### src/rtl/qsgmii_pkg.sv
`default_nettype none

package qsgmii_pkg;

	////////////////////////////////////////
	// Link geometry

	// Four SGMII ports share one QSGMII lane
	localparam int num_ports      = 4;
	localparam int lane_idx_width = $clog2(num_ports);
	localparam int sym_width      = 8;

	////////////////////////////////////////
	// Special 8b/10b control codes

	// K28.5 is the ordinary comma
	localparam logic [7:0] code_k28_5 = 8'hbc;
	// K28.1 marks the symbol slot of port 0
	localparam logic [7:0] code_k28_1 = 8'h3c;
	// K28.7 also carries a comma
	localparam logic [7:0] code_k28_7 = 8'hfc;
	// Common 5b value of the K28 family
	localparam logic [4:0] k28_x      = 5'd28;

	////////////////////////////////////////
	// Port monitor limits

	localparam int sync_good_commas = 3;
	localparam int sync_bad_limit   = 4;
	localparam int sync_good_width  = $clog2(sync_good_commas);
	localparam int sync_bad_width   = $clog2(sync_bad_limit);
	localparam int err_count_width  = 16;

	////////////////////////////////////////
	// Register map and bus codes

	localparam int axil_addr_width = 8;
	localparam int axil_data_width = 32;

	localparam logic [axil_addr_width-1:0] reg_control  = 'h00;
	localparam logic [axil_addr_width-1:0] reg_status   = 'h04;
	localparam logic [axil_addr_width-1:0] reg_err_base = 'h10;
	localparam int                         reg_err_stride = 4;

	// Bit positions inside the control and status words
	localparam int ctl_clear_bit      = 8;
	localparam int status_aligned_bit = 8;
	localparam int status_base_lsb    = 12;

	localparam logic [1:0] axi_resp_okay   = 2'd0;
	localparam logic [1:0] axi_resp_slverr = 2'd2;

	// Control byte seen whole or as its 3b/5b fields
	typedef union packed {
		logic [7:0] code;
		struct packed {
			logic [2:0] y;
			logic [4:0] x;
		} f;
	} ctl_symbol_t;

endpackage

`default_nettype wire

### src/rtl/qsgmii_lane_splitter.sv
`default_nettype none

module qsgmii_lane_splitter
	import qsgmii_pkg::*;
(
	input wire                                rx_clk,
	input wire                                rst_n,

	// Transceiver side, already 8b/10b decoded
	input wire                                rx_data_valid,
	input wire [num_ports-1:0]                rx_data_is_ctl,
	input wire [num_ports*sym_width-1:0]      rx_data,
	input wire [num_ports-1:0]                rx_disparity_err,
	input wire [num_ports-1:0]                rx_symbol_err,

	// Per-port symbols in port order
	output logic                              sgmii_rx_data_valid,
	output logic [num_ports-1:0]              sgmii_rx_data_is_ctl,
	output logic [num_ports*sym_width-1:0]    sgmii_rx_data,
	output logic [num_ports-1:0]              sgmii_rx_disparity_err,
	output logic [num_ports-1:0]              sgmii_rx_symbol_err,

	// Alignment state
	output logic                              aligned,
	output logic [lane_idx_width-1:0]         base_lane
);

	////////////////////////////////////////
	// Marker search

	ctl_symbol_t                lane_sym    [num_ports];
	logic [num_ports-1:0]       lane_marker;
	logic                       marker_found;
	logic [lane_idx_width-1:0]  marker_lane;
	logic [lane_idx_width-1:0]  next_base;

	for (genvar g = 0; g < num_ports; g++) begin : g_lane
		assign lane_sym[g].code = rx_data[g*sym_width +: sym_width];
		// K28 family by its 5b field, K28.1 by its 3b field
		assign lane_marker[g] = rx_data_valid && rx_data_is_ctl[g] &&
			(lane_sym[g].f.x == k28_x) && (lane_sym[g].f.y == code_k28_1[7:5]);
	end

	// Lowest lane wins if more than one marker shows up in a word
	always_comb begin
		marker_found = 1'b0;
		marker_lane  = '0;
		for (int k = num_ports - 1; k >= 0; k--) begin
			if (lane_marker[k]) begin
				marker_found = 1'b1;
				marker_lane  = lane_idx_width'(k);
			end
		end
	end

	// New base lane applies to the word that carries the marker
	assign next_base = marker_found ? marker_lane : base_lane;

	////////////////////////////////////////
	// Lane rotation

	logic [lane_idx_width-1:0]         src_lane [num_ports];
	logic [num_ports-1:0]              rot_is_ctl;
	logic [num_ports*sym_width-1:0]    rot_data;
	logic [num_ports-1:0]              rot_disp_err;
	logic [num_ports-1:0]              rot_sym_err;

	for (genvar p = 0; p < num_ports; p++) begin : g_port
		// Index wraps modulo the port count
		assign src_lane[p] = lane_idx_width'(p) + next_base;

		// Data, control flag and both error flags move as one
		assign rot_is_ctl[p]   = rx_data_is_ctl[src_lane[p]];
		assign rot_disp_err[p] = rx_disparity_err[src_lane[p]];
		assign rot_sym_err[p]  = rx_symbol_err[src_lane[p]];

		// Every K28.1 goes out as a plain comma
		assign rot_data[p*sym_width +: sym_width] = lane_marker[src_lane[p]] ?
			code_k28_5 : rx_data[src_lane[p]*sym_width +: sym_width];
	end

	////////////////////////////////////////
	// Registers

	always_ff @(posedge rx_clk or negedge rst_n) begin
		if (!rst_n) begin
			sgmii_rx_data_valid <= 1'b0;
			base_lane           <= '0;
			aligned             <= 1'b0;
		end else begin
			sgmii_rx_data_valid <= rx_data_valid;
			if (marker_found) begin
				base_lane <= marker_lane;
				aligned   <= 1'b1;
			end
		end
	end

	// Symbol payload
	always_ff @(posedge rx_clk) begin
		sgmii_rx_data_is_ctl   <= rot_is_ctl;
		sgmii_rx_data          <= rot_data;
		sgmii_rx_disparity_err <= rot_disp_err;
		sgmii_rx_symbol_err    <= rot_sym_err;
	end

endmodule

`default_nettype wire

### src/rtl/sgmii_port_monitor.sv
`default_nettype none

module sgmii_port_monitor
	import qsgmii_pkg::*;
(
	input wire                          rx_clk,
	input wire                          rst_n,

	// Control from the register block
	input wire                          enable,
	input wire                          clear_counters,

	// One port's symbol stream from the splitter
	input wire                          sym_valid,
	input wire                          sym_is_ctl,
	input wire [sym_width-1:0]          sym_data,
	input wire                          sym_disparity_err,
	input wire                          sym_symbol_err,

	// Status
	output logic                        sync,
	output logic [err_count_width-1:0]  error_count
);

	////////////////////////////////////////
	// Symbol classification

	ctl_symbol_t  sym;
	logic         sym_errored;
	logic         comma_y;
	logic         is_comma;

	assign sym.code = sym_data;

	// Either decoder flag marks the symbol bad
	assign sym_errored = sym_disparity_err || sym_symbol_err;

	// K28.1, K28.5 and K28.7 all hold the comma pattern
	assign comma_y = (sym.f.y == code_k28_1[7:5]) ||
		(sym.f.y == code_k28_5[7:5]) ||
		(sym.f.y == code_k28_7[7:5]);

	assign is_comma = sym_is_ctl && (sym.f.x == k28_x) && comma_y;

	////////////////////////////////////////
	// Sync state machine

	// sync itself is the state bit
	// low is hunting and high is synced
	logic [sync_good_width-1:0]  good_cnt;
	logic [sync_bad_width-1:0]   bad_cnt;
	logic                        sync_nxt;
	logic [sync_good_width-1:0]  good_nxt;
	logic [sync_bad_width-1:0]   bad_nxt;

	always_comb begin
		sync_nxt = sync;
		good_nxt = good_cnt;
		bad_nxt  = bad_cnt;

		if (!enable) begin
			// Held in hunting with counts left as they are
			sync_nxt = 1'b0;
		end else if (sym_valid) begin
			if (!sync) begin
				if (sym_errored) begin
					good_nxt = '0;
				end else if (is_comma) begin
					if (good_cnt == sync_good_width'(sync_good_commas - 1)) begin
						// Third clean comma
						sync_nxt = 1'b1;
						good_nxt = '0;
						bad_nxt  = '0;
					end else begin
						good_nxt = good_cnt + 1'b1;
					end
				end
			end else begin
				if (sym_errored) begin
					if (bad_cnt == sync_bad_width'(sync_bad_limit - 1)) begin
						// Too many bad symbols in a row
						sync_nxt = 1'b0;
						good_nxt = '0;
						bad_nxt  = '0;
					end else begin
						bad_nxt = bad_cnt + 1'b1;
					end
				end else begin
					bad_nxt = '0;
				end
			end
		end
	end

	always_ff @(posedge rx_clk or negedge rst_n) begin
		if (!rst_n) begin
			sync     <= 1'b0;
			good_cnt <= '0;
			bad_cnt  <= '0;
		end else begin
			sync     <= sync_nxt;
			good_cnt <= good_nxt;
			bad_cnt  <= bad_nxt;
		end
	end

	////////////////////////////////////////
	// Error counter

	// Saturates at all ones, clear wins over counting
	always_ff @(posedge rx_clk or negedge rst_n) begin
		if (!rst_n) begin
			error_count <= '0;
		end else if (clear_counters) begin
			error_count <= '0;
		end else if (enable && sym_valid && sym_errored && (error_count != '1)) begin
			error_count <= error_count + 1'b1;
		end
	end

endmodule

`default_nettype wire

### src/rtl/qsgmii_csr.sv
`default_nettype none

module qsgmii_csr
	import qsgmii_pkg::*;
(
	input wire                          rx_clk,
	input wire                          rst_n,

	// AXI4-Lite write channels
	input wire [axil_addr_width-1:0]    s_axil_awaddr,
	input wire                          s_axil_awvalid,
	output logic                        s_axil_awready,
	input wire [axil_data_width-1:0]    s_axil_wdata,
	input wire [axil_data_width/8-1:0]  s_axil_wstrb,
	input wire                          s_axil_wvalid,
	output logic                        s_axil_wready,
	output logic [1:0]                  s_axil_bresp,
	output logic                        s_axil_bvalid,
	input wire                          s_axil_bready,

	// AXI4-Lite read channels
	input wire [axil_addr_width-1:0]    s_axil_araddr,
	input wire                          s_axil_arvalid,
	output logic                        s_axil_arready,
	output logic [axil_data_width-1:0]  s_axil_rdata,
	output logic [1:0]                  s_axil_rresp,
	output logic                        s_axil_rvalid,
	input wire                          s_axil_rready,

	// Control outputs
	output logic [num_ports-1:0]        port_enable,
	output logic                        clear_counters,

	// Status inputs
	input wire [num_ports-1:0]          sync,
	input wire                          aligned,
	input wire [lane_idx_width-1:0]     base_lane,
	input wire [err_count_width-1:0]    error_count_0,
	input wire [err_count_width-1:0]    error_count_1,
	input wire [err_count_width-1:0]    error_count_2,
	input wire [err_count_width-1:0]    error_count_3
);

	////////////////////////////////////////
	// Address decode

	logic [err_count_width-1:0] err_cnt [num_ports];

	assign err_cnt[0] = error_count_0;
	assign err_cnt[1] = error_count_1;
	assign err_cnt[2] = error_count_2;
	assign err_cnt[3] = error_count_3;

	// True for any register in the map, read-only ones included
	function automatic logic addr_mapped(input logic [axil_addr_width-1:0] addr);
		logic hit;
		hit = (addr == reg_control) || (addr == reg_status);
		for (int i = 0; i < num_ports; i++) begin
			if (addr == axil_addr_width'(reg_err_base + i*reg_err_stride))
				hit = 1'b1;
		end
		return hit;
	endfunction

	logic                        wr_fire;
	logic                        rd_fire;
	logic [axil_data_width-1:0]  rd_word;

	// awready and wready always rise together
	assign wr_fire = s_axil_awready && s_axil_awvalid && s_axil_wvalid;
	assign rd_fire = s_axil_arready && s_axil_arvalid;

	// Read mux, unmapped addresses fall through to zero
	always_comb begin
		rd_word = '0;
		if (s_axil_araddr == reg_control) begin
			rd_word[num_ports-1:0] = port_enable;
		end else if (s_axil_araddr == reg_status) begin
			rd_word[num_ports-1:0]                         = sync;
			rd_word[status_aligned_bit]                    = aligned;
			rd_word[status_base_lsb +: lane_idx_width]     = base_lane;
		end else begin
			for (int i = 0; i < num_ports; i++) begin
				if (s_axil_araddr == axil_addr_width'(reg_err_base + i*reg_err_stride))
					rd_word[err_count_width-1:0] = err_cnt[i];
			end
		end
	end

	////////////////////////////////////////
	// Handshakes and control register

	always_ff @(posedge rx_clk or negedge rst_n) begin
		if (!rst_n) begin
			s_axil_awready <= 1'b0;
			s_axil_wready  <= 1'b0;
			s_axil_bvalid  <= 1'b0;
			s_axil_arready <= 1'b0;
			s_axil_rvalid  <= 1'b0;
			port_enable    <= '1;
			clear_counters <= 1'b0;
		end else begin
			// One-cycle ready pulse, held off while a response waits
			s_axil_awready <= s_axil_awvalid && s_axil_wvalid && !s_axil_bvalid && !s_axil_awready;
			s_axil_wready  <= s_axil_awvalid && s_axil_wvalid && !s_axil_bvalid && !s_axil_awready;
			s_axil_arready <= s_axil_arvalid && !s_axil_rvalid && !s_axil_arready;

			// Clear is a single pulse
			clear_counters <= 1'b0;

			if (wr_fire) begin
				s_axil_bvalid <= 1'b1;
				if (s_axil_awaddr == reg_control) begin
					// Byte 0 holds the enables
					if (s_axil_wstrb[0])
						port_enable <= s_axil_wdata[num_ports-1:0];
					// Byte 1 holds the clear bit
					if (s_axil_wstrb[1] && s_axil_wdata[ctl_clear_bit])
						clear_counters <= 1'b1;
				end
			end else if (s_axil_bvalid && s_axil_bready) begin
				s_axil_bvalid <= 1'b0;
			end

			if (rd_fire)
				s_axil_rvalid <= 1'b1;
			else if (s_axil_rvalid && s_axil_rready)
				s_axil_rvalid <= 1'b0;
		end
	end

	////////////////////////////////////////
	// Response payload

	// Captured at the handshake and stable until accepted
	always_ff @(posedge rx_clk) begin
		if (wr_fire)
			s_axil_bresp <= addr_mapped(s_axil_awaddr) ? axi_resp_okay : axi_resp_slverr;
		if (rd_fire) begin
			s_axil_rdata <= rd_word;
			s_axil_rresp <= addr_mapped(s_axil_araddr) ? axi_resp_okay : axi_resp_slverr;
		end
	end

endmodule

`default_nettype wire

### src/rtl/qsgmii_rx_top.sv
`default_nettype none

module qsgmii_rx_top
	import qsgmii_pkg::*;
(
	input wire                          rx_clk,
	input wire                          rst_n,

	// Transceiver inputs
	input wire                          rx_data_valid,
	input wire [num_ports-1:0]          rx_data_is_ctl,
	input wire [num_ports*sym_width-1:0] rx_data,
	input wire [num_ports-1:0]          rx_disparity_err,
	input wire [num_ports-1:0]          rx_symbol_err,

	// Port-ordered symbol outputs
	output wire                         sgmii_rx_data_valid,
	output wire [num_ports-1:0]         sgmii_rx_data_is_ctl,
	output wire [num_ports*sym_width-1:0] sgmii_rx_data,
	output wire [num_ports-1:0]         sgmii_rx_disparity_err,
	output wire [num_ports-1:0]         sgmii_rx_symbol_err,

	// Register bus
	input wire [axil_addr_width-1:0]    s_axil_awaddr,
	input wire                          s_axil_awvalid,
	output wire                         s_axil_awready,
	input wire [axil_data_width-1:0]    s_axil_wdata,
	input wire [axil_data_width/8-1:0]  s_axil_wstrb,
	input wire                          s_axil_wvalid,
	output wire                         s_axil_wready,
	output wire [1:0]                   s_axil_bresp,
	output wire                         s_axil_bvalid,
	input wire                          s_axil_bready,
	input wire [axil_addr_width-1:0]    s_axil_araddr,
	input wire                          s_axil_arvalid,
	output wire                         s_axil_arready,
	output wire [axil_data_width-1:0]   s_axil_rdata,
	output wire [1:0]                   s_axil_rresp,
	output wire                         s_axil_rvalid,
	input wire                          s_axil_rready
);

	////////////////////////////////////////
	// Internal nets

	wire [num_ports-1:0]         port_enable;
	wire                         clear_counters;
	wire [num_ports-1:0]         port_sync;
	wire                         aligned;
	wire [lane_idx_width-1:0]    base_lane;
	wire [err_count_width-1:0]   err_cnt [num_ports];

	// Lane alignment
	qsgmii_lane_splitter u_splitter (
		.rx_clk                 (rx_clk),
		.rst_n                  (rst_n),
		.rx_data_valid          (rx_data_valid),
		.rx_data_is_ctl         (rx_data_is_ctl),
		.rx_data                (rx_data),
		.rx_disparity_err       (rx_disparity_err),
		.rx_symbol_err          (rx_symbol_err),
		.sgmii_rx_data_valid    (sgmii_rx_data_valid),
		.sgmii_rx_data_is_ctl   (sgmii_rx_data_is_ctl),
		.sgmii_rx_data          (sgmii_rx_data),
		.sgmii_rx_disparity_err (sgmii_rx_disparity_err),
		.sgmii_rx_symbol_err    (sgmii_rx_symbol_err),
		.aligned                (aligned),
		.base_lane              (base_lane)
	);

	// One monitor per port, each on its own output lane
	for (genvar g = 0; g < num_ports; g++) begin : g_mon
		sgmii_port_monitor u_monitor (
			.rx_clk            (rx_clk),
			.rst_n             (rst_n),
			.enable            (port_enable[g]),
			.clear_counters    (clear_counters),
			.sym_valid         (sgmii_rx_data_valid),
			.sym_is_ctl        (sgmii_rx_data_is_ctl[g]),
			.sym_data          (sgmii_rx_data[g*sym_width +: sym_width]),
			.sym_disparity_err (sgmii_rx_disparity_err[g]),
			.sym_symbol_err    (sgmii_rx_symbol_err[g]),
			.sync              (port_sync[g]),
			.error_count       (err_cnt[g])
		);
	end

	// Control and status registers
	qsgmii_csr u_csr (
		.rx_clk         (rx_clk),
		.rst_n          (rst_n),
		.s_axil_awaddr  (s_axil_awaddr),
		.s_axil_awvalid (s_axil_awvalid),
		.s_axil_awready (s_axil_awready),
		.s_axil_wdata   (s_axil_wdata),
		.s_axil_wstrb   (s_axil_wstrb),
		.s_axil_wvalid  (s_axil_wvalid),
		.s_axil_wready  (s_axil_wready),
		.s_axil_bresp   (s_axil_bresp),
		.s_axil_bvalid  (s_axil_bvalid),
		.s_axil_bready  (s_axil_bready),
		.s_axil_araddr  (s_axil_araddr),
		.s_axil_arvalid (s_axil_arvalid),
		.s_axil_arready (s_axil_arready),
		.s_axil_rdata   (s_axil_rdata),
		.s_axil_rresp   (s_axil_rresp),
		.s_axil_rvalid  (s_axil_rvalid),
		.s_axil_rready  (s_axil_rready),
		.port_enable    (port_enable),
		.clear_counters (clear_counters),
		.sync           (port_sync),
		.aligned        (aligned),
		.base_lane      (base_lane),
		.error_count_0  (err_cnt[0]),
		.error_count_1  (err_cnt[1]),
		.error_count_2  (err_cnt[2]),
		.error_count_3  (err_cnt[3])
	);

endmodule

`default_nettype wire

### config.mk
export PLATFORM = sky130hd
export DESIGN_NAME = qsgmii_rx_top
export DESIGN_NICKNAME = d
export VERILOG_FILES = /design/src/rtl/qsgmii_pkg.sv /design/src/rtl/qsgmii_lane_splitter.sv /design/src/rtl/sgmii_port_monitor.sv /design/src/rtl/qsgmii_csr.sv /design/src/rtl/qsgmii_rx_top.sv
export SDC_FILE = /design/constraint.sdc
export NUM_CORES = 1
export LEC_CHECK = 0
export BUFFER_PORTS_ARGS = -buffer_cell sky130_fd_sc_hd__buf_2
export CAP_MARGIN = 40
export CELL_PAD_IN_SITES_DETAIL_PLACEMENT = 2
export CELL_PAD_IN_SITES_GLOBAL_PLACEMENT = 2
export CORE_UTILIZATION = 38
export DETAILED_ROUTE_END_ITERATION = 12
export GPL_ROUTABILITY_DRIVEN = 0
export PLACE_DENSITY_LB_ADDON = 0.08
export SLEW_MARGIN = 15
export SYNTH_ARGS = -nofsm -noshare
export SYNTH_HDL_FRONTEND = slang
export SYNTH_HIERARCHICAL = 1
export SYNTH_SLANG_ARGS = --single-unit
### constraint.sdc
create_clock -name rx_clk -period 3.45 [get_ports rx_clk]
set_input_delay 0.1725 -clock rx_clk [delete_from_list [all_inputs] [get_ports rx_clk]]
set_output_delay 0.1725 -clock rx_clk [all_outputs]
set_load 0.03 [all_outputs]
==> results.md <==
* Synth warnings at 6
* Routed wire length at 31.63 mm
* Final Net Count at 1134
* RSZ-0062 raised after global routing: false
* Period utilisation layout at 82.10%
* Initial Util at 38.80%
* Clk buf depth at 2
* Outcome: completed
* Final hold vios at 0
* Synthesized area per cell at 10.37 um2
* First-pass GRT wire length at 49.41 mm
* GRT Residual Overflow at 0
* Final core occ at 45.93%
* Worst-Skew Late Latency at 430 ps
* Die width at 156.8 um
* Grt met3 use at 5.234%
* Final min period at 2832 ps
* Ys async rst share at 61.01%
* DR vias at 7990
* Startpoint types: input port
* Wirelength per Cell at 23.32 um
* Detailed placement HPWL at 23.28 mm
* Reg2reg start: u_splitter/base_lane[0]
* Final setup fails at 0
* Crit Path Class: input port to flop
* Die area at 24590 um2
* PwrDens at 452.6 nW/um2
* GRT Overall Usage at 26.55%
* Share of layout cells above drive strength 1 at 26.47%
* Hold EP: u_csr/clear_counters
* Root Driver: clkbuf_16
* Number of flops mapped to enable cells by yosys at 18
* Register area share after synthesis at 42.31%
* Vias in the first global route at 8617
* Synth cell types at 82
* Pins over their slew limit at 0
* Synthesized cell area at 9107 um2
* Worst setup EP type: flop
* TritonCTS clock tree: yes
* Reg-to-reg critical path endpoint: u_splitter/sgmii_rx_data[23]
* Post-placement cell count at 1313
* Fillers at 2496
* Core area at 23470 um2
* CP Data Required Time at 3740 ps
* CP Max Fanout at 29
* Clock Sinks at 159
* Postcts setup bufs at 0
* Non-Filler Instances at 1356
* H-Tree Depth at 4
* FMAX at 353.1 MHz
* Initial antenna violation count at 4
* Ys flop type: dfrtp_1
* Tightest Pin Transition at 882.6 ps
* Reg2Reg Setup Slack at 1050 ps
* DR pass1 iterations at 4
* Starting DRT DRC Count at 335
* Reg2Reg Depth at 8
* Top Usage Layer GRT: met2
* Largest net degree at the start of global routing at 82
* Hold Path Stages at 2
* Number of buffers created by CTS at 17
* Sequential cell area at 3855 um2
* Worst slew margin at 40.62%
* FP Rows at 56
* Hold path start: s_axil_wdata[8]
* Yosys reg bits at 159
* Max-Cap Viols at 0
* Met2 global-route usage at 45.86%
* Total I/O pin count at 190
* Area grow syn2layout at 18.37%
* Post-Route Skew at 19.51 ps
* Area of the multi-input gates at 4845 um2
* M1 GR Usage at 32.21%
* Leakage at 4.566 nW
* Drt via density at 5.892
* Hold Path Class: input port to flop
* Max VDD drop at 0.2665 mV
* Total Neg Setup Slack at 0 ps
* DR DRC count at 0
* Reg clk slew, reported paths at 70 ps
* Final Power at 0.004879 W
* Post-Synthesis Cells at 878
* Data arrival time of the critical path at 3120 ps
* ANT nets after route at 0
* PortBufs at 142
* Die Span Y at 156.8 um
## area by class of cell
cell class | count | area share (%)
multi-input combinational | 649 | 44.94
timing repair buffer | 168 | 8.937
clock inverter | 14 | 1.671
clock buffer | 18 | 3.981
tap | 319 | 3.702
inverter | 27 | 0.9633
sequential | 159 | 35.76
antenna | 2 | 0.04643
## registers in the layout (all words and copies together), names as in the netlist
name                               count
u_csr/s_axil_wready                    1
u_csr/s_axil_bresp                     1
u_splitter/sgmii_rx_data_is_ctl        4
u_splitter/sgmii_rx_data              32
g_mon.u_monitor/bad_cnt                8
u_csr/s_axil_rvalid                    1
u_csr/s_axil_rresp                     1
u_csr/port_enable                      4
u_splitter/sgmii_rx_symbol_err         4
u_csr/s_axil_rdata                    16
u_csr/clear_counters                   1
g_mon.u_monitor/sync                   4
u_splitter/sgmii_rx_disparity_err      4
u_splitter/aligned                     1
g_mon.u_monitor/error_count           64
u_csr/s_axil_arready                   1
g_mon.u_monitor/good_cnt               8
u_csr/s_axil_bvalid                    1
u_splitter/base_lane                   2
u_splitter/sgmii_rx_data_valid         1
## power breakdown
part / switching (W) / internal, W
combinational: 0.000532 / 0.000254
clock: 0.000863 / 0.00116
sequential: 0.0000927 / 0.00198
total: 0.00149 / 0.00339
## logic make-up (layout without fill, tap and decap cells)
| logic type | Yosys count | in the layout | share of synthesized area [%] |
|---|---|---|---|
| compound gates | 226 | 226 | 16.36 |
| xor+xnor | 5 | 5 | 0.4808 |
| fa+ha+maj | 8 | 8 | 1.099 |
| buf+inv | 87 | 227 | 5.633 |
| flops | 159 | 159 | 42.31 |
| mux | 103 | 103 | 13.52 |
| other cells | 1 | 20 | 0.04117 |
| simple gates | 289 | 289 | 20.55 |
## cells in the mapped netlist, types with 13 or more instances
| cell type | n | area (um2) |
|---|---|---|
| edfxtp_1 | 18 | 540.5 |
| a21oi_1 | 63 | 315.3 |
| nor3_1 | 13 | 65.06 |
| nand2_1 | 40 | 150.1 |
| dfxtp_1 | 44 | 880.8 |
| dfrtp_1 | 93 | 2327 |
| or4_1 | 24 | 180.2 |
| o31ai_1 | 40 | 300.3 |
| clkbuf_1 | 17 | 63.81 |
| buf_4 | 26 | 195.2 |
| mux2i_1 | 75 | 750.7 |
| nor2_1 | 22 | 82.58 |
| nand4_1 | 14 | 87.58 |
| inv_1 | 25 | 93.84 |
| nor4_1 | 25 | 156.4 |
| nand3_1 | 35 | 175.2 |
| or3_1 | 18 | 112.6 |
| or2_2 | 13 | 81.33 |
| o21ai_0 | 45 | 225.2 |
## metrics by stage
| step | worst slack [ps] | hold slack (ps) | area [um2] |
|---|---|---|---|
| floorplan | 1285 | -123.1 | 9171 |
| global placement | 781.3 | 62.41 | 10050 |
| detailed placement | 701.5 | 60.01 | 10080 |
| CTS | 681.6 | 7.315 | 10780 |
| global route | 527.9 | 16.41 | 10780 |
| finish | 617.7 | 24.27 | 10780 |
## worst max path at each step
| stage | start | end | depth (start not counted) |
|---|---|---|---|
| 2_1_floorplan | u_splitter/sgmii_rx_data_valid | g_mon[0].u_monitor/error_count[15] | 4 |
| 3_3_place_gp | rx_data[1] | u_splitter/sgmii_rx_data[3] | 8 |
| 3_5_place_dp | rx_data[17] | u_splitter/sgmii_rx_data[5] | 8 |
| 4_1_cts | rx_data_valid | u_splitter/sgmii_rx_data[21] | 9 |
| 5_1_grt | rx_data_valid | u_splitter/sgmii_rx_data[8] | 8 |
| 6_report | rx_data_valid | u_splitter/sgmii_rx_data[2] | 9 |
## routing by layer
layer  vias to the layer above  routed length [um]
met5                         -                  11
met4                         2                 929
met3                        42                1441
met2                       203               15790
met1                      4071               13450
li1                       3672                   -
## worst max-delay path, stage by stage
cell and delay [ps]:
dlygate4sd3_1 520, buf_2 160, nand4bb_1 200, nor4b_2 690, nor3_2 210, nor2_4 140
buf_4 400, mux2i_1 430, mux2i_1 180
## placed cells by master, fill, tap and decap left out, drive strengths merged, types with 5 or more instances in the layout
cell           n
a41oi          5
o211ai        12
o211a          5
ha             8
dfxtp         44
o21ai         46
nor4b          6
nor2b         10
o221ai         5
nor2          25
dfrtp         93
inv           33
and3           9
nand3         36
or2           17
dlygate4sd3    9
a22oi          7
clkbuf        18
a211oi        12
or4           34
nand4b         9
or3           22
nand4         18
edfxtp        18
buf          159
o31ai         40
a21o           6
nand2         40
conb          18
nor3          14
mux2i         75
nand2b         8
mux2          15
mux4          13
nor4          26
a21oi         63
## what timing repair did
| action | in CTS | in global routing |
|---|---|---|
| hold buffers | 9 | 0 |
| endpoints found under the hold margin | 23 | 0 |
| gates resized for setup | 0 | 0 |
No activity file was read; power rests on OpenSTA's default activity.
